$ cat src/verilog/spin_pkg.sv
// shared sizes, run configuration struct and vector types
// stage state encodings for the analog spin wrapper
package spin_pkg;

    // array geometry
    localparam int NUM_SPIN = 16;
    localparam int BITDATA = 4;
    // spin value position inside its bit-line group stays below BITDATA
    localparam int SPIN_WBL_OFFSET = 0;

    // cycle counters
    localparam int COUNTER_BITWIDTH = 16;

    // spin output synchronizer
    localparam int SYNC_MAX_STAGES = 3;
    localparam int SYNC_SEL_WIDTH = 2;

    typedef logic [NUM_SPIN-1:0] spin_vec_t;
    typedef logic [NUM_SPIN*BITDATA-1:0] wbl_vec_t;
    typedef logic [COUNTER_BITWIDTH-1:0] cycle_cnt_t;
    typedef logic [SYNC_SEL_WIDTH-1:0] sync_sel_t;

    // run configuration loaded with one strobe
    typedef struct packed {
        cycle_cnt_t write_cycles;
        cycle_cnt_t compute_cycles;
        sync_sel_t  sync_depth;
        spin_vec_t  wwl_strobe;
        spin_vec_t  feedback_mask;
    } spin_cfg_t;

    typedef enum logic {
        WR_IDLE,
        WR_PULSE
    } write_state_e;

    typedef enum logic {
        CMP_IDLE,
        CMP_RUN
    } compute_state_e;

    typedef enum logic [1:0] {
        CAP_IDLE,
        CAP_SYNC,
        CAP_VALID
    } capture_state_e;

endpackage

$ cat src/verilog/spin_pop_stage.sv
// spin pop stage
// accepts one spin vector and holds it until the result is handed off
`timescale 1ns/1ps

module spin_pop_stage (
    input  logic                clk_i,
    input  logic                reset_i,
    // digital side
    input  logic                spin_pop_valid_i,
    input  spin_pkg::spin_vec_t spin_pop_i,
    output logic                spin_pop_ready_o,
    // result handshake seen by the capture stage
    input  logic                result_taken_i,
    // towards the write stage
    output logic                write_start_o,
    output spin_pkg::spin_vec_t spin_o,
    // status
    output logic                rx_idle_o
);

    logic                busy_q;
    logic                write_start_q;
    logic                pop_fire;
    spin_pkg::spin_vec_t spin_q;

    // only one spin in flight
    assign spin_pop_ready_o = ~busy_q;
    assign pop_fire = spin_pop_valid_i & spin_pop_ready_o;

    always_ff @(posedge clk_i) begin
        if (reset_i) begin
            busy_q <= 1'b0;
            write_start_q <= 1'b0;
        end else begin
            write_start_q <= pop_fire;
            if (pop_fire) begin
                busy_q <= 1'b1;
            end else if (result_taken_i) begin
                busy_q <= 1'b0;
            end
        end
    end

    // held for the write stage until the next pop
    always_ff @(posedge clk_i) begin
        if (pop_fire) begin
            spin_q <= spin_pop_i;
        end
    end

    assign write_start_o = write_start_q;
    assign spin_o = spin_q;
    assign rx_idle_o = ~busy_q;

endmodule

$ cat src/verilog/spin_write_stage.sv
// spin write stage
// pulses the word lines with the strobe mask and drives the
// expanded spin on the bit lines for the write window
`timescale 1ns/1ps

module spin_write_stage (
    input  logic                  clk_i,
    input  logic                  reset_i,
    // configuration
    input  logic                  cfg_load_i,
    input  spin_pkg::spin_cfg_t   cfg_i,
    // from the pop stage
    input  logic                  write_start_i,
    input  spin_pkg::spin_vec_t   spin_i,
    // towards the analog macro
    output spin_pkg::spin_vec_t   spin_wwl_o,
    output spin_pkg::wbl_vec_t    wbl_o,
    // towards the compute stage
    output logic                  write_done_o
);

    spin_pkg::cycle_cnt_t   write_cycles_q;
    spin_pkg::spin_vec_t    wwl_strobe_q;
    spin_pkg::write_state_e state_q;
    spin_pkg::cycle_cnt_t   cnt_q;
    spin_pkg::cycle_cnt_t   cnt_load;
    spin_pkg::wbl_vec_t     wbl_spin;
    logic                   pulse_active;

    always_ff @(posedge clk_i) begin
        if (reset_i) begin
            write_cycles_q <= '0;
            wwl_strobe_q <= '0;
        end else if (cfg_load_i) begin
            write_cycles_q <= cfg_i.write_cycles;
            wwl_strobe_q <= cfg_i.wwl_strobe;
        end
    end

    // a zero setting still gives a one cycle pulse
    assign cnt_load = (write_cycles_q == '0) ? '0 : write_cycles_q - spin_pkg::cycle_cnt_t'(1);

    always_ff @(posedge clk_i) begin
        if (reset_i) begin
            state_q <= spin_pkg::WR_IDLE;
            cnt_q <= '0;
        end else begin
            case (state_q)
                spin_pkg::WR_IDLE: begin
                    if (write_start_i) begin
                        state_q <= spin_pkg::WR_PULSE;
                        cnt_q <= cnt_load;
                    end
                end
                default: begin
                    if (cnt_q == '0) begin
                        state_q <= spin_pkg::WR_IDLE;
                    end else begin
                        cnt_q <= cnt_q - spin_pkg::cycle_cnt_t'(1);
                    end
                end
            endcase
        end
    end

    // one spin bit per bit-line group with the rest of the group low
    for (genvar i = 0; i < spin_pkg::NUM_SPIN; i++) begin : gen_wbl_expand
        assign wbl_spin[i*spin_pkg::BITDATA +: spin_pkg::BITDATA] =
            spin_pkg::BITDATA'(spin_i[i]) << spin_pkg::SPIN_WBL_OFFSET;
    end

    assign pulse_active = (state_q == spin_pkg::WR_PULSE);
    assign spin_wwl_o = pulse_active ? wwl_strobe_q : '0;
    assign wbl_o = pulse_active ? wbl_spin : '0;
    assign write_done_o = pulse_active && (cnt_q == '0);

endmodule

$ cat src/verilog/spin_compute_stage.sv
// spin compute stage
// holds the feedback enables for the compute window
`timescale 1ns/1ps

module spin_compute_stage (
    input  logic                clk_i,
    input  logic                reset_i,
    // configuration
    input  logic                cfg_load_i,
    input  spin_pkg::spin_cfg_t cfg_i,
    // from the write stage
    input  logic                write_done_i,
    // towards the analog macro
    output spin_pkg::spin_vec_t spin_feedback_o,
    // towards the capture stage
    output logic                compute_done_o
);

    spin_pkg::cycle_cnt_t     compute_cycles_q;
    spin_pkg::spin_vec_t      feedback_mask_q;
    spin_pkg::compute_state_e state_q;
    spin_pkg::cycle_cnt_t     cnt_q;
    logic                     run_active;

    always_ff @(posedge clk_i) begin
        if (reset_i) begin
            compute_cycles_q <= '0;
            feedback_mask_q <= '0;
        end else if (cfg_load_i) begin
            compute_cycles_q <= cfg_i.compute_cycles;
            feedback_mask_q <= cfg_i.feedback_mask;
        end
    end

    always_ff @(posedge clk_i) begin
        if (reset_i) begin
            state_q <= spin_pkg::CMP_IDLE;
            cnt_q <= '0;
        end else if (state_q == spin_pkg::CMP_IDLE) begin
            if (write_done_i) begin
                state_q <= spin_pkg::CMP_RUN;
                // at least one compute cycle
                cnt_q <= (compute_cycles_q == '0) ? '0 :
                         compute_cycles_q - spin_pkg::cycle_cnt_t'(1);
            end
        end else if (cnt_q == '0) begin
            state_q <= spin_pkg::CMP_IDLE;
        end else begin
            cnt_q <= cnt_q - spin_pkg::cycle_cnt_t'(1);
        end
    end

    assign run_active = (state_q == spin_pkg::CMP_RUN);
    assign spin_feedback_o = run_active ? feedback_mask_q : '0;
    assign compute_done_o = run_active && (cnt_q == '0);

endmodule

$ cat src/verilog/spin_capture_stage.sv
// spin capture stage
// samples the macro spin outputs through a selectable synchronizer
// and offers the result with valid/ready
`timescale 1ns/1ps

module spin_capture_stage (
    input  logic                clk_i,
    input  logic                reset_i,
    // configuration
    input  logic                cfg_load_i,
    input  spin_pkg::spin_cfg_t cfg_i,
    // from the compute stage
    input  logic                compute_done_i,
    // from the analog macro
    input  spin_pkg::spin_vec_t spin_analog_i,
    // digital side
    output logic                spin_valid_o,
    input  logic                spin_ready_i,
    output spin_pkg::spin_vec_t spin_o,
    // towards the pop stage
    output logic                result_taken_o,
    // status
    output logic                tx_idle_o
);

    spin_pkg::sync_sel_t      sync_depth_q;
    spin_pkg::capture_state_e state_q;
    spin_pkg::sync_sel_t      cnt_q;
    spin_pkg::spin_vec_t      sync_q [spin_pkg::SYNC_MAX_STAGES];
    spin_pkg::spin_vec_t      sync_sel;
    spin_pkg::spin_vec_t      result_q;
    logic                     sync_last;

    always_ff @(posedge clk_i) begin
        if (reset_i) begin
            sync_depth_q <= '0;
        end else if (cfg_load_i) begin
            sync_depth_q <= cfg_i.sync_depth;
        end
    end

    // depth zero takes the macro output directly as the final stage
    assign sync_sel = (sync_depth_q == '0) ? spin_analog_i : sync_q[sync_depth_q - 1'b1];
    assign sync_last = (state_q == spin_pkg::CAP_SYNC) && (cnt_q == '0);

    always_ff @(posedge clk_i) begin
        if (reset_i) begin
            state_q <= spin_pkg::CAP_IDLE;
            cnt_q <= '0;
        end else begin
            case (state_q)
                spin_pkg::CAP_IDLE: begin
                    if (compute_done_i) begin
                        state_q <= spin_pkg::CAP_SYNC;
                        cnt_q <= sync_depth_q;
                    end
                end
                spin_pkg::CAP_SYNC: begin
                    if (cnt_q == '0) begin
                        state_q <= spin_pkg::CAP_VALID;
                    end else begin
                        cnt_q <= cnt_q - 1'b1;
                    end
                end
                default: begin
                    if (spin_ready_i) begin
                        state_q <= spin_pkg::CAP_IDLE;
                    end
                end
            endcase
        end
    end

    // chain only shifts while synchronizing
    always_ff @(posedge clk_i) begin
        if (state_q == spin_pkg::CAP_SYNC) begin
            sync_q[0] <= spin_analog_i;
            for (int i = 1; i < spin_pkg::SYNC_MAX_STAGES; i++) begin
                sync_q[i] <= sync_q[i-1];
            end
        end
    end

    // result holds until the handshake
    always_ff @(posedge clk_i) begin
        if (sync_last) begin
            result_q <= sync_sel;
        end
    end

    assign spin_valid_o = (state_q == spin_pkg::CAP_VALID);
    assign spin_o = result_q;
    assign result_taken_o = spin_valid_o & spin_ready_i;
    assign tx_idle_o = (state_q == spin_pkg::CAP_IDLE);

endmodule

$ cat src/verilog/analog_spin_wrap.sv
// analog macro wrapper for the regular spin path
// pop, write, compute and capture stages chained by pulses
`timescale 1ns/1ps

module analog_spin_wrap (
    input  logic                clk_i,
    input  logic                reset_i,
    // configuration
    input  logic                cfg_load_i,
    input  spin_pkg::spin_cfg_t cfg_i,
    // spin pop from the digital side
    input  logic                spin_pop_valid_i,
    output logic                spin_pop_ready_o,
    input  spin_pkg::spin_vec_t spin_pop_i,
    // analog macro
    output spin_pkg::spin_vec_t spin_wwl_o,
    output spin_pkg::spin_vec_t spin_feedback_o,
    output spin_pkg::wbl_vec_t  wbl_o,
    input  spin_pkg::spin_vec_t spin_analog_i,
    // result to the digital side
    output logic                spin_valid_o,
    input  logic                spin_ready_i,
    output spin_pkg::spin_vec_t spin_o,
    // status
    output logic                analog_rx_idle_o,
    output logic                analog_tx_idle_o
);

    logic                write_start;
    logic                write_done;
    logic                compute_done;
    logic                result_taken;
    spin_pkg::spin_vec_t spin_held;

    spin_pop_stage u_pop (
        .clk_i            (clk_i           ),
        .reset_i          (reset_i         ),
        .spin_pop_valid_i (spin_pop_valid_i),
        .spin_pop_i       (spin_pop_i      ),
        .result_taken_i   (result_taken    ),
        .spin_pop_ready_o (spin_pop_ready_o),
        .write_start_o    (write_start     ),
        .spin_o           (spin_held       ),
        .rx_idle_o        (analog_rx_idle_o)
    );

    spin_write_stage u_write (
        .clk_i            (clk_i           ),
        .reset_i          (reset_i         ),
        .cfg_load_i       (cfg_load_i      ),
        .cfg_i            (cfg_i           ),
        .write_start_i    (write_start     ),
        .spin_i           (spin_held       ),
        .spin_wwl_o       (spin_wwl_o      ),
        .wbl_o            (wbl_o           ),
        .write_done_o     (write_done      )
    );

    spin_compute_stage u_compute (
        .clk_i            (clk_i           ),
        .reset_i          (reset_i         ),
        .cfg_load_i       (cfg_load_i      ),
        .cfg_i            (cfg_i           ),
        .write_done_i     (write_done      ),
        .spin_feedback_o  (spin_feedback_o ),
        .compute_done_o   (compute_done    )
    );

    spin_capture_stage u_capture (
        .clk_i            (clk_i           ),
        .reset_i          (reset_i         ),
        .cfg_load_i       (cfg_load_i      ),
        .cfg_i            (cfg_i           ),
        .compute_done_i   (compute_done    ),
        .spin_analog_i    (spin_analog_i   ),
        .spin_valid_o     (spin_valid_o    ),
        .spin_ready_i     (spin_ready_i    ),
        .spin_o           (spin_o          ),
        .result_taken_o   (result_taken    ),
        .tx_idle_o        (analog_tx_idle_o)
    );

endmodule

$ cat config.mk
export PLATFORM = sky130hd
export DESIGN_NAME = analog_spin_wrap
export DESIGN_NICKNAME = d
export VERILOG_FILES = /design/src/verilog/spin_pkg.sv /design/src/verilog/spin_pop_stage.sv /design/src/verilog/spin_write_stage.sv /design/src/verilog/spin_compute_stage.sv /design/src/verilog/spin_capture_stage.sv /design/src/verilog/analog_spin_wrap.sv
export SDC_FILE = /design/constraint.sdc
export NUM_CORES = 1
export LEC_CHECK = 0
export ABC_AREA = 1
export BUFFER_PORTS_ARGS = -buffer_cell sky130_fd_sc_hd__buf_2
export CORE_MARGIN = 2
export CORE_UTILIZATION = 55
export CTS_CLUSTER_DIAMETER = 30
export DETAILED_ROUTE_END_ITERATION = 16
export PLACE_DENSITY = 0.78
export SLEW_MARGIN = 30
export SYNTH_ARGS = -nofsm -noshare
export SYNTH_HDL_FRONTEND = slang
export SYNTH_SLANG_ARGS = --single-unit
$ cat constraint.sdc
create_clock -name clk_i -period 8.2 [get_ports clk_i]
set_input_delay 1.64 -clock clk_i [delete_from_list [all_inputs] [get_ports clk_i]]
set_output_delay 1.64 -clock clk_i [all_outputs]
set_load 0.05 [all_outputs]
## Word level (Yosys, flattened, before mapping)

Memories as Yosys holds them, arrays and structs flattened.
Index checks and enable logic that the tools add are counted.

| storage, ports and cells | value |
|---|---|
| logic and storage cells | 80 |
| bits in writable memories | 48 |
| input bits | 103 |
| memories kept | 1 |
| register bits | 138 |

Memories:

| memory | words | width | read ports | clocked after memory_dff | wr ports | RTL line | text |
|---|---|---|---|---|---|---|---|
| u_capture.sync_q | 3 | 16 | 3 | 0 | 3 | spin_capture_stage.sv:29 | `spin_pkg::spin_vec_t sync_q [spin_pkg::SYNC_MAX_STAGES];` |

| operators by class | value |
|---|---|
| equality and inequality tests | 7 |
| reduce and logical (&&, ||, !) cells | 19 |
| bitwise logic cells | 3 |
| mux-type cells | 29 |
| add/sub/neg operators | 6 |

Operator list:

| kind | number |
|---|---|
| $mux 16 | 11 |
| $logic_not 16->1 | 4 |
| $sub 16x1->16 const B | 4 |
| $mux 61 | 1 |
| $mux 1 | 10 |
| $mux 2 | 5 |
| $pmux 2 s2 | 2 |
| $reduce_bool 2->1 | 4 |
| $logic_not 2->1 | 3 |
| $ne 2x2->1 const B | 3 |
| $reduce_and 3->1 | 2 |
| $ne 2x1->1 const B | 2 |
| $reduce_and 2->1 | 2 |
| $sub 2x1->2 const B | 2 |
| $logic_and 1x1->1 | 3 |
| $reduce_bool 3->1 | 1 |
| $and 1x1->1 | 2 |
| $eq 2x1->1 const B | 1 |
| $eq 2x2->1 const B | 1 |
| $not 1->1 | 1 |

## Longest topological paths before layout

Gate-level depths: netlist of run 1.

| logic depth | value |
|---|---|
| depth in word-level cells | 4 |
| mapped depth | 11 |

## Modules after synthesis

From an unflattened synthesis of run 1, not the netlist that was laid out.

| unflattened totals | value |
|---|---|
| cells, all modules | 1238 |
| area total of the unflattened synthesis | 9614.2 sq um |

By module, submodules not included:

| module | sequential area each (sq um) | cells an instance | area each (sq um) | instances |
|---|---|---|---|---|
| spin_write_stage | 980.9 | 535 | 3325.7 | 1 |
| spin_capture_stage | 2042.0 | 219 | 2881.5 | 1 |
| spin_compute_stage | 980.9 | 456 | 2837.7 | 1 |
| spin_pop_stage | 520.5 | 28 | 569.3 | 1 |

## Worst setup path before layout of run 1

Ideal clock, no wire load.

| timing path | value |
|---|---|
| path kind | register to register |
| start | register u_capture.state_q[0] |
| end | register u_capture.cnt_q[0] |
| setup slack | 5.071 ns |
| arrival time | 3.059 ns |
| cell stages (with the launch flop) | 9 |
| period minus slack after synthesis | 3.129 ns |
| path buffers | 0 |
| setup time | 0.071 ns |
| cell sequence | dfxtp_1 -> inv_1 -> nor2_2 -> inv_2 -> nor2_1 -> nor2_1 -> nand2_1 -> nand2_1 -> a21oi_1 |

| between the ends | value |
|---|---|
| cells in the longest elaborated chain, start to end | 3 |
| elaborated cells between the ends (all ways) | 7 |
| those cells by class | 3 x eq/ne; 1 x mux; 3 x reduce/logical |

Ends and longest elaborated chain:

| what | RTL line | text |
|---|---|---|
| start, declared | spin_capture_stage.sv:27 | `spin_pkg::capture_state_e state_q;` |
| start signal, assigned | spin_capture_stage.sv:48 | `state_q <= spin_pkg::CAP_IDLE;` |
| start signal, assigned | spin_capture_stage.sv:54 | `state_q <= spin_pkg::CAP_SYNC;` |
| start signal, assigned | spin_capture_stage.sv:60 | `state_q <= spin_pkg::CAP_VALID;` |
| $eq 2x1->1 or $logic_not 2->1 (tied branches) | spin_capture_stage.sv:51 | `case (state_q)` |
| $ne 2x2->1 (no line) (tied with other cells) | - |  |
| $reduce_and 3->1 (no line) | - |  |
| end signal, assigned | spin_capture_stage.sv:55 | `cnt_q <= sync_depth_q;` |
| end signal, assigned | spin_capture_stage.sv:62 | `cnt_q <= cnt_q - 1'b1;` |
| end, declared | spin_capture_stage.sv:28 | `spin_pkg::sync_sel_t cnt_q;` |

Several ways; a longest one is shown, not always the timed one.
A chain may end at the register's enable or synchronous reset.

## Final worst setup path of run 1

| timing path | value |
|---|---|
| start | register u_write.state_q (netlist: u_write.pulse_active) |
| end | output port spin_wwl_o[15] |

| between the ends | value |
|---|---|
| cells in the longest elaborated chain, start to end | 1 |

Ends and longest elaborated chain:

| what | RTL line | text |
|---|---|---|
| start, declared | spin_write_stage.sv:24 | `spin_pkg::write_state_e state_q;` |
| start signal, assigned | spin_write_stage.sv:45 | `state_q <= spin_pkg::WR_IDLE;` |
| start signal, assigned | spin_write_stage.sv:51 | `state_q <= spin_pkg::WR_PULSE;` |
| start signal, assigned | spin_write_stage.sv:57 | `state_q <= spin_pkg::WR_IDLE;` |
| $mux 16 | spin_write_stage.sv:73 | `assign spin_wwl_o = pulse_active ? wwl_strobe_q : '0;` |
| end, declared | analog_spin_wrap.sv:16 | `output spin_pkg::spin_vec_t spin_wwl_o,` |

Every way passes these cells.

==> metrics.md, run 1 <==
| Metric | Value |
|---|---|
| Hold EP | `u_capture.sync_q[2][10]` |
| Hold path cells | `0` |
| Post-synth cell types | `35` |
| Final Setup Violations | `0` |
| Vias after detailed routing | `8057` |
| Number of global-route vias before repair | `7306` |
| Area of the multi-input gates | `0.003934 sq mm` |
| WP data required | `6560 ps` |
| Die Area | `0.01824 sq mm` |
| CTS root buf | `clkbuf_16` |
| Top post-synthesis cells by area | `edfxtp_1, dfxtp_1, nor2_1` |
| Top Family by Delay on Critical Path | `flip-flops` |
| Status | `complete, no violations` |
| Number of flops mapped to enable cells by yosys | `80` |
| Fmax | `284.7 MHz` |
| Peak supply drop | `0.1532 mV` |
| Register area share after synthesis | `47.88%` |
| Crit path launch type | `flip-flop` |
| Hold slack | `452.5 ps` |
| Worst Path Buf+Inv | `2` |
| Initial antenna violation count | `0` |
| Fin Setup TNS | `0 ps` |
| CTS tree | `built` |
| Final worst setup slack | `4687 ps` |
| First drt pass iteration count | `5` |
| WP data arrival | `1870 ps` |
| Hold path start | `u_capture.sync_q[1][10]` |
| H-Tree Depth | `4` |
| Clock sinks | `186` |
| Clock latency at the later pin of the worst-skew pair | `440 ps` |
| Leakage power | `0.005372 uW` |
| R2R depth | `6` |
| Grt ovf | `0` |
| Post-synth top area cell | `edfxtp_1` |
| Final Hold Fails | `0` |
| Tot Pwr | `2339 uW` |
| Gpl congestion | `0.8738` |
| Yosys reg bits | `186` |
| Final slew viol count | `0` |
| GRT Total Usage | `23.13%` |
| Syn Inst Count | `1242` |
| Crit-path max FO | `46` |
| Tightest Hold Check Type | `reg -> reg` |
| Critical R2R Capture | `u_capture.spin_o[12]` |
| # nets final | `1499` |
| CP Class | `reg -> out` |
| CP Capture Type | `primary output` |
| Layout Skew | `12.04 ps` |
| Max-Cap Viols | `0` |
| Area Overhead vs Synth | `14.29%` |
| Top Usage Layer GRT | `met2` |
| Yosys warns | `0` |
| Vias per cell | `4.970` |
| Clk slew on worst S/H paths | `70 ps` |
| Routed Antenna Nets | `0` |
| Fin crit share | `42.84%` |
| Wirelength per Cell | `13.05 microns` |
| I/O Buffers | `170` |
| IO Pins | `219` |
| Worst path slowest cell | `dfxtp_2` |
| Detailed Place HPWL | `14680 microns` |
| Height of the chip | `135.1 microns` |
| Power per Cell Area | `216.6 mW/mm^2` |
| Routing usage on met1 | `30.55%` |
| Slew margin rel. | `37.34%` |
| Inserted Diodes | `0` |
| M2 GR Usage | `37.79%` |
| Largest net degree at the start of global routing | `82` |
| Fill count | `1493` |
| R2r setup slk | `5040 ps` |
| Drc violations | `0` |
| Asr flop ratio synth | `0%` |
| Crit-path max cell delay | `950 ps` |
| RSZ-0062 raised after global routing | `no` |
| First-pass GRT wire length | `34200 microns` |
| Reg area | `0.004526 sq mm` |
| Mean Syn Cell Area | `7.608 sq um` |
| Mapped Area | `0.009449 sq mm` |
| Top-area cell type share of the netlist area | `25.42%` |
| Drt initial violations | `650` |
| Std cell rows | `47` |
| Final wirelength | `21150 microns` |
| DP Worst Slack | `4780 ps` |
| Die span in x | `135.1 microns` |
| Setup bufs post-CTS | `0` |
| R2r startpoint | `u_capture.sync_depth_q[0]` |
| Post_cts resized | `0` |
| Worst-path cell chain | `nand2_1 -> inv_1 -> buf_2` |
| GRT met3 Usage | `6.306%` |
| Core Region | `0.01670 sq mm` |
| Share of layout cells above drive strength 1 | `17.63%` |
| Least-Margin Pin Slew | `938.8 ps` |
| Hold Buf Count CTS | `0` |
| Total CTS buffers | `17` |
| Effective utilization at floorplan | `56.58%` |
| Post-synth top flop | `dfxtp_1` |
| Clk buf depth | `2` |
| Period minus WS final | `3513 ps` |
## layer usage
layer / routed length [microns] / part of all wire (%)
met1: 9517 / 45
met2: 9767 / 46
met3: 1689 / 8.0
met4: 178 / 0.84
met5: 0 / 0
## worst max-delay path by stage
stage               cells after the start  slack, ps                        endpoint                  from
floorplan                               8       5070              u_capture.cnt_q[0]  u_capture.state_q[0]
global placement                        5       4850   u_compute.compute_cycles_q[9]            cfg_load_i
detailed placement                      5       4780  u_compute.compute_cycles_q[12]            cfg_load_i
CTS                                     3       4690                       wbl_o[12]  u_write.pulse_active
global route                            3       4530                       wbl_o[36]  u_write.pulse_active
finish                                  3       4690                  spin_wwl_o[15]  u_write.pulse_active
## flip-flops by register name (all words and copies together), names as in the netlist
signal / cells
u_write.write_cycles_q: 16
u_write.pulse_active: 1
u_capture.spin_o: 16
u_capture.sync_q: 48
u_compute.feedback_mask_q: 16
u_compute.compute_cycles_q: 16
u_capture.state_q: 2
u_pop.busy_q: 1
u_compute.cnt_q: 16
u_compute.run_active: 1
u_capture.sync_depth_q: 2
u_write.wwl_strobe_q: 16
u_pop.spin_o: 16
u_pop.write_start_o: 1
u_capture.cnt_q: 2
u_write.cnt_q: 16
## per-stage QoR
stage | area [sq um] | utilization [%] | cells
2_1_floorplan | 9625 | - | 1289
3_3_place_gp | 10220 | 61.22 | 1589
3_5_place_dp | 10220 | 61.22 | 1589
4_1_cts | 10800 | 64.65 | 1621
5_1_grt | 10800 | 64.66 | 1621
6_report | 10800 | 64.66 | 1621
## layout make-up
class,count,area share (%)
clock buffers,21,4.171
clock inverters,11,1.124
inverters,161,5.596
multi-input cells,847,36.43
flip-flops and latches,186,41.91
well taps,220,2.549
repair buffers,175,8.226
## synthesized netlist by cell type, types with 14 or more instances
library cell and count:
a21oi_1 66, a22oi_1 16, o21ai_0 110, o21ai_1 17, inv_1 155, nand3_1 66
edfxtp_1 80, dfxtp_1 106, nand2_1 211, clkbuf_1 28, nor2_1 233, xor2_1 14
buf_4 49
## power breakdown
part	switching [uW]	total, uW	internal (uW)
Clock	356	814	458
Sequential	42.3	1060	1010
Combinational	325	469	144
## worst reg2reg max path: cells and delay by family, from the launching register on
kind / cells / cell delay [ps]
buf+inv: 2 / 1320
flops: 1 / 740
fa+ha+maj: 1 / 470
compound gates: 2 / 230
simple gates: 1 / 130
## cell families after synthesis
group                      synth area share [%]
and+or+nand+nor                           25.25
xor gates and xnor gates                  1.576
other                                   0.03969
AOI/OAI and AO/OA                         11.76
buffers and inverters                     12.43
DFF                                       47.88
adders and majority gates                 1.059
## layout by cell type, fill, tap and decap left out, drive strengths merged
cell type,count
xnor2,3
nor2,251
clkinvlp,1
ha,8
clkinv,6
nand2,221
a22oi,16
nand3,68
conb,48
nand3b,3
inv,163
nor3,6
bufinv,2
a21oi,66
o21a,1
buf,175
clkbuf,21
edfxtp,80
nand4,10
o21ai,128
a31o,1
xor2,14
dfxtp,106
or2,3
Power figures use the tool's default switching activity.
==> run 2: changes to the inputs <==
- CORE_UTILIZATION: 55 -> 54
- PLACE_DENSITY: 0.78 -> 0.77
- clock period: 8.2 -> 3.47 ns (I/O delays scaled with it)
==> run 2 against run 1 <==
Effect of this change:
- routed wire length down 1.1%
- first-iteration DRC count down 26%
- clock power up 140%
- critical path depth up 1
- worst hold slack worse by 26 ps
- largest power group unchanged
==> metrics.md, run 2 (synthesized netlist as in run 1, its figures left out) <==
| Metric | Value |
|---|---|
| Status | `complete, no violations` |
| Fin crit share | `70.32%` |
| Inserted Diodes | `0 (unchanged)` |
| Clock latency at the later pin of the worst-skew pair | `440 ps (about the same)` |
| Routed Antenna Nets | `0 (unchanged)` |
| Sequential Power Share | `44.7% (-0.5 points)` |
| Final Hold Fails | `0 (unchanged)` |
| Core Region | `0.01718 sq mm (+2.8%)` |
| Share of layout cells above drive strength 1 | `18.27% (+0.64 points)` |
| Internal power | `3722 uW (+130%)` |
| CTS root buf | `clkbuf_16` |
| First-pass GRT wire length | `34190 microns (about the same)` |
| Leakage power | `0.005417 uW (+0.85%)` |
| Layout Skew | `17.54 ps (+5.497 ps)` |
| Final wirelength | `20920 microns (-1.1%)` |
| Gpl congestion | `0.9074 (+3.8%)` |
| First drt pass iteration count | `8 (+3)` |
| Peak supply drop | `0.3577 mV (+130%)` |
| Crit path launch type | `flip-flop` |
| Setup bufs post-CTS | `0 (unchanged)` |
| Clk slew on worst S/H paths | `80 ps (about the same)` |
| WP data arrival | `1750 ps (-120 ps)` |
| Total CTS buffers | `17 (unchanged)` |
| WP data required | `2780 ps (-3780 ps)` |
| GRT Total Usage | `22.89% (-0.24 points)` |
| Grt ovf | `0 (unchanged)` |
| Initial antenna violation count | `0 (unchanged)` |
| Period minus WS final | `2440 ps` |
| Max reg flops | `48 (unchanged)` |
| Number of global-route vias before repair | `7519 (+2.9%)` |
| Finished Core Util | `63.45% (-1.2 points)` |
| Detailed Place HPWL | `14810 microns (+0.92%)` |
| Drc violations | `0 (unchanged)` |
| Switch Pwr | `1844 uW (+150%)` |
| Fill count | `1537 (+2.9%)` |
| Vias after detailed routing | `8179 (+1.5%)` |
| Largest net degree at the start of global routing | `56 (-32%)` |
| H-Tree Depth | `4 (unchanged)` |
| I/O Buffers | `170 (unchanged)` |
| Commonest non-fill, non-tap cell in the layout | `nor2_1` |
| Design area | `0.01090 sq mm (+0.93%)` |
| Commonest non-fill, non-tap cells in the layout | `nor2_1, nand2_1, buf_2` |
| Fmax | `409.8 MHz` |
| Area Overhead vs Synth | `15.35%` |
| Drt initial violations | `479 (-26%)` |
| Least-Margin Pin Slew | `824.8 ps (-114.0 ps)` |
| # nets final | `1505 (+0.40%)` |
| CP Class | `reg -> out` |
| Vias per cell | `5.012 (+0.83%)` |
| Effective utilization at floorplan | `55.01% (-1.6 points)` |
| Final Setup Violations | `0 (unchanged)` |
| Post_cts resized | `0 (unchanged)` |
| Wirelength per Cell | `12.82 microns (-1.8%)` |
| Die Area | `0.01857 sq mm (+1.8%)` |
| Max-Cap Viols | `0 (unchanged)` |
| Std cell rows | `48 (+2.1%)` |
| Power per Cell Area | `510.7 mW/mm^2 (+140%)` |
| Crit-path max FO | `26 (-43%)` |
| Clock sinks | `186 (unchanged)` |
| Die span in x | `136.3 microns (+0.90%)` |
| Comb pwr share | `20.1% (about the same)` |
| Clock share of power | `35.1% (+0.3 points)` |
| IO Pins | `219 (unchanged)` |
| Slew margin rel. | `44.93% (+7.6 points)` |
| Final slew viol count | `0 (unchanged)` |
| CTS tree | `built` |
| Finished Layout Cells | `1632 (+0.68%)` |
| CP Capture Type | `primary output` |
| Height of the chip | `136.3 microns (+0.90%)` |
| Clk buf depth | `2 (unchanged)` |
| Fin Setup TNS | `0 ps (unchanged)` |
| Switching share of power | `33.13% (+2.2 points)` |
| Hold Buf Count CTS | `0 (unchanged)` |
| Placed cell count | `1600 (+0.69%)` |
| DP Area | `0.01029 sq mm (+0.62%)` |
| Tightest Hold Check Type | `in -> reg` |
| Largest Register | `u_capture.sync_q` |
| RSZ-0062 raised after global routing | `no` |
==> run 2: changes by cell type in the layout (fill, tap and decap cells not counted), sizes merged <==
cell and delta:
buf +6, inv +5, clkbuf -4, bufinv -2, clkinv +1
==> run 2: area by class of cell <==
| cell class | instances | area [sq um] | area share (%) |
|---|---|---|---|
| clock buffers | 17 | 425.4 | 3.903 |
| multi-input cells | 847 | 3934 | 36.09 |
| well taps | 225 | 281.5 | 2.583 |
| repair buffers | 181 | 945.9 | 8.679 |
| flip-flops and latches | 186 | 4526 | 41.52 |
| inverters | 161 | 604.3 | 5.545 |
| clock inverters | 15 | 182.7 | 1.676 |
==> run 2: worst paths after layout <==
| path | start | end | slack (ps) | cells after the start |
|---|---|---|---|---|
| max | u_compute.run_active | spin_feedback_o[10] | 1030 | 4 |
| min | spin_pop_i[3] | u_pop.spin_o[3] | 430 | 1 |
| max reg2reg | u_capture.sync_depth_q[0] | u_capture.spin_o[1] | 1260 | 7 |
| min reg2reg | u_capture.sync_q[1][2] | u_capture.sync_q[2][2] | 460 | 0 |
==> run 2: per-layer routing <==
metal | vias up | routed length (microns) | track usage [%] | part of all wire (%)
met4 | 0 | 226 | 7.234 | 1.1
met1 | 3731 | 9597 | 29.80 | 46
met5 | - | 0 | 0 | 0
met2 | 233 | 9662 | 37.52 | 46
li1 | 4197 | - | - | -
met3 | 18 | 1431 | 5.742 | 6.8
==> run 2: power by group through the flow <==
stage,combinational [uW],sequential (uW),clock (uW)
2_1_floorplan,935,2510,0
3_3_place_gp,1090,2530,0
3_5_place_dp,1110,2540,0
4_1_cts,1120,2490,1980
5_1_grt,1270,2500,2070
6_report,1120,2490,1960
==> run 2: metrics by stage <==
stage | hold slack (ps) | power (uW) | setup slack [ps]
4_1_cts | 413.4 | 5587 | 1026
3_5_place_dp | 432.9 | 3648 | 1268
6_report | 426.6 | 5566 | 1030
2_1_floorplan | 420.7 | 3444 | 340.8
3_3_place_gp | 430.5 | 3625 | 1364
5_1_grt | 407.4 | 5843 | 916.9
==> run 2: critical path, stage by stage (launching register included) <==
cell and delay (ps):
dfxtp_1 480, buf_4 370, nand2_1 90, inv_1 100, buf_2 270
==> run 3: changes to the inputs <==
- clock period: 3.47 -> 2.52 ns (I/O delays scaled with it)
==> run 3 against run 2 <==
Effect of this change:
- register-to-register slack got worse by 490 ps
- clock skew decreased by 2.5 ps
- critical endpoint is now spin_wwl_o[6]
- worst setup slack got worse by 710 ps
- sequential share of layout area about the same
- largest cell class unchanged
- largest power group unchanged
==> metrics.md, run 3 (synthesized netlist as in run 1, its figures left out) <==
| Metric | Value |
|---|---|
| Initial antenna violation count | `0 (unchanged)` |
| Layout Skew | `15.01 ps (-2.533 ps)` |
| Final Hold Fails | `0 (unchanged)` |
| Finished Core Util | `63.52% (+0.066 points)` |
| Area Overhead vs Synth | `15.47%` |
| Leakage power | `0.005419 uW (about the same)` |
| Fmax | `454.7 MHz` |
| Fin Setup TNS | `0 ps (unchanged)` |
| Area of the multi-input gates | `0.003934 sq mm (unchanged)` |
| Clock share of power | `34.4% (-0.7 points)` |
| Height of the chip | `136.3 microns (unchanged)` |
| First-pass GRT wire length | `35020 microns (+2.4%)` |
| Hold path cells | `1 (unchanged)` |
| Least-Margin Pin Slew | `733.8 ps (-90.95 ps)` |
| Sequential Power Share | `44.8% (about the same)` |
| Number of global-route vias before repair | `7432 (-1.2%)` |
| Post_cts resized | `0 (unchanged)` |
| Effective utilization at floorplan | `55.01% (unchanged)` |
| Internal power | `5100 uW (+37%)` |
| Tightest Hold Check Type | `in -> reg` |
| Hold Buf Count CTS | `0 (unchanged)` |
| RSZ-0062 raised after global routing | `no` |
| Drt initial violations | `502 (+4.8%)` |
| Grt ovf | `0 (unchanged)` |
| Hold slack | `232.6 ps (-194.0 ps)` |
| CTS root buf | `clkbuf_16` |
| CTS tree | `built` |
| Critical R2R Capture | `u_write.cnt_q[14]` |
| Std cell rows | `48 (unchanged)` |
| Final wirelength | `21080 microns (+0.77%)` |
| Switch Pwr | `2519 uW (+37%)` |
| Core Region | `0.01718 sq mm (unchanged)` |
| Vias after detailed routing | `8143 (-0.44%)` |
| Total CTS buffers | `17 (unchanged)` |
| Largest Register | `u_capture.sync_q` |
| Crit-path max FO | `28 (+7.7%)` |
| R2R depth | `11 (+4)` |
| GRT Total Usage | `23.55% (+0.66 points)` |
| Tot Pwr | `7619 uW (+37%)` |
| Drc violations | `0 (unchanged)` |
| CP Capture Type | `primary output` |
| WP data required | `2020 ps (-760 ps)` |
| Hold path start | `spin_pop_i[15]` |
| Period minus WS final | `2199 ps` |
| First drt pass iteration count | `5 (-3)` |
| Gpl congestion | `0.8710 (-4.0%)` |
| Max-Cap Viols | `0 (unchanged)` |
| WP data arrival | `1700 ps (-50 ps)` |
| Setup bufs post-CTS | `0 (unchanged)` |
| CP Class | `reg -> out` |
| Reg area | `0.004526 sq mm (unchanged)` |
| Final Setup Violations | `0 (unchanged)` |
| Final slew viol count | `0 (unchanged)` |
| H-Tree Depth | `4 (unchanged)` |
| Peak supply drop | `0.5174 mV (+45%)` |
| Fill count | `1541 (+0.26%)` |
| Commonest non-fill, non-tap cell in the layout | `nor2_1` |
| Routed Antenna Nets | `0 (unchanged)` |
| Max reg flops | `48 (unchanged)` |
| Die span in x | `136.3 microns (unchanged)` |
| R2r startpoint | `u_write.write_cycles_q[0]` |
| Comb pwr share | `20.8% (+0.7 points)` |
| Hold EP | `u_pop.spin_o[15]` |
| Clk buf depth | `2 (unchanged)` |
| Commonest non-fill, non-tap cells in the layout | `nor2_1, nand2_1, buf_2` |
| Die Area | `0.01857 sq mm (unchanged)` |
| Fin crit share | `87.27%` |
| Clock latency at the later pin of the worst-skew pair | `450 ps (about the same)` |
| IO Pins | `219 (unchanged)` |
| Clock sinks | `186 (unchanged)` |
| Switching share of power | `33.06% (-0.067 points)` |
| # nets final | `1508 (+0.20%)` |
| Clk slew on worst S/H paths | `70 ps (about the same)` |
| Wirelength per Cell | `12.89 microns (+0.59%)` |
| Detailed Place HPWL | `14550 microns (-1.8%)` |
| Inserted Diodes | `0 (unchanged)` |
| Crit path launch type | `flip-flop` |
| Status | `complete, no violations` |
| Power per Cell Area | `698.3 mW/mm^2 (+37%)` |
| I/O Buffers | `170 (unchanged)` |
| Share of layout cells above drive strength 1 | `18.37% (+0.10 points)` |
| Slew margin rel. | `51.02% (+6.1 points)` |
| Largest net degree at the start of global routing | `94 (+68%)` |
| R2r setup slk | `770 ps (-490 ps)` |
| Vias per cell | `4.980 (-0.62%)` |
==> run 3: cell types whose count changed in the layout (fill, tap and decap cells not counted), moves of 2 or more <==
cell,change
buf_12,+2
inv_6,-2
clkinv_8,-4
clkinvlp_4,+3
inv_8,+4
==> run 3: area by class of cell <==
cell class,instances,share of cell area (%)
tap,225,2.580
multi-input combinational,847,36.05
timing repair buffer,184,9.105
inverter,161,5.539
clock buffer,17,3.899
clock inverter,15,1.342
sequential,186,41.48
==> run 3: power groups by stage <==
stage / sequential, uW / combinational [uW] / clock [uW]
after floorplan: 3450 / 1290 / 0
after global placement: 3480 / 1540 / 0
after detailed placement: 3480 / 1570 / 0
after CTS: 3410 / 1580 / 2660
after global routing: 3440 / 1790 / 2790
final: 3420 / 1590 / 2620
==> run 3: critical path: stages (launching register included) <==
cell and delay (ps):
dfxtp_2 610, buf_12 240, nand2_1 70, inv_1 70
buf_2 270
==> run 3: routing by layer <==
layer	track usage [%]	vias to the layer above	wire, microns
li1	-	4196	-
met1	31.76	3649	9500
met2	37.49	276	9637
met3	6.115	22	1684
met4	6.771	0	257
met5	0	-	0
==> run 3: how the worst max path moves through the flow <==
| stage | from | to | slack (ps) | cells after the start |
|---|---|---|---|---|
| floorplan | u_capture.state_q[0] | u_capture.cnt_q[0] | 220 | 8 |
| global placement | u_write.pulse_active | spin_wwl_o[6] | 840 | 4 |
| detailed placement | u_write.pulse_active | spin_wwl_o[6] | 780 | 4 |
| CTS | u_write.pulse_active | spin_wwl_o[6] | 300 | 4 |
| global route | u_write.pulse_active | spin_wwl_o[8] | 220 | 4 |
| finish | u_write.pulse_active | spin_wwl_o[6] | 320 | 4 |
==> run 3: metrics by stage <==
step | area [sq um] | instances | setup slack [ps]
final | 10910 | 1635 | 320.9
after global routing | 10910 | 1635 | 217.7
after CTS | 10910 | 1635 | 298.2
after detailed placement | 10340 | 1603 | 778.0
after global placement | 10340 | 1603 | 835.5
after floorplan | 9633 | 1289 | 219.0
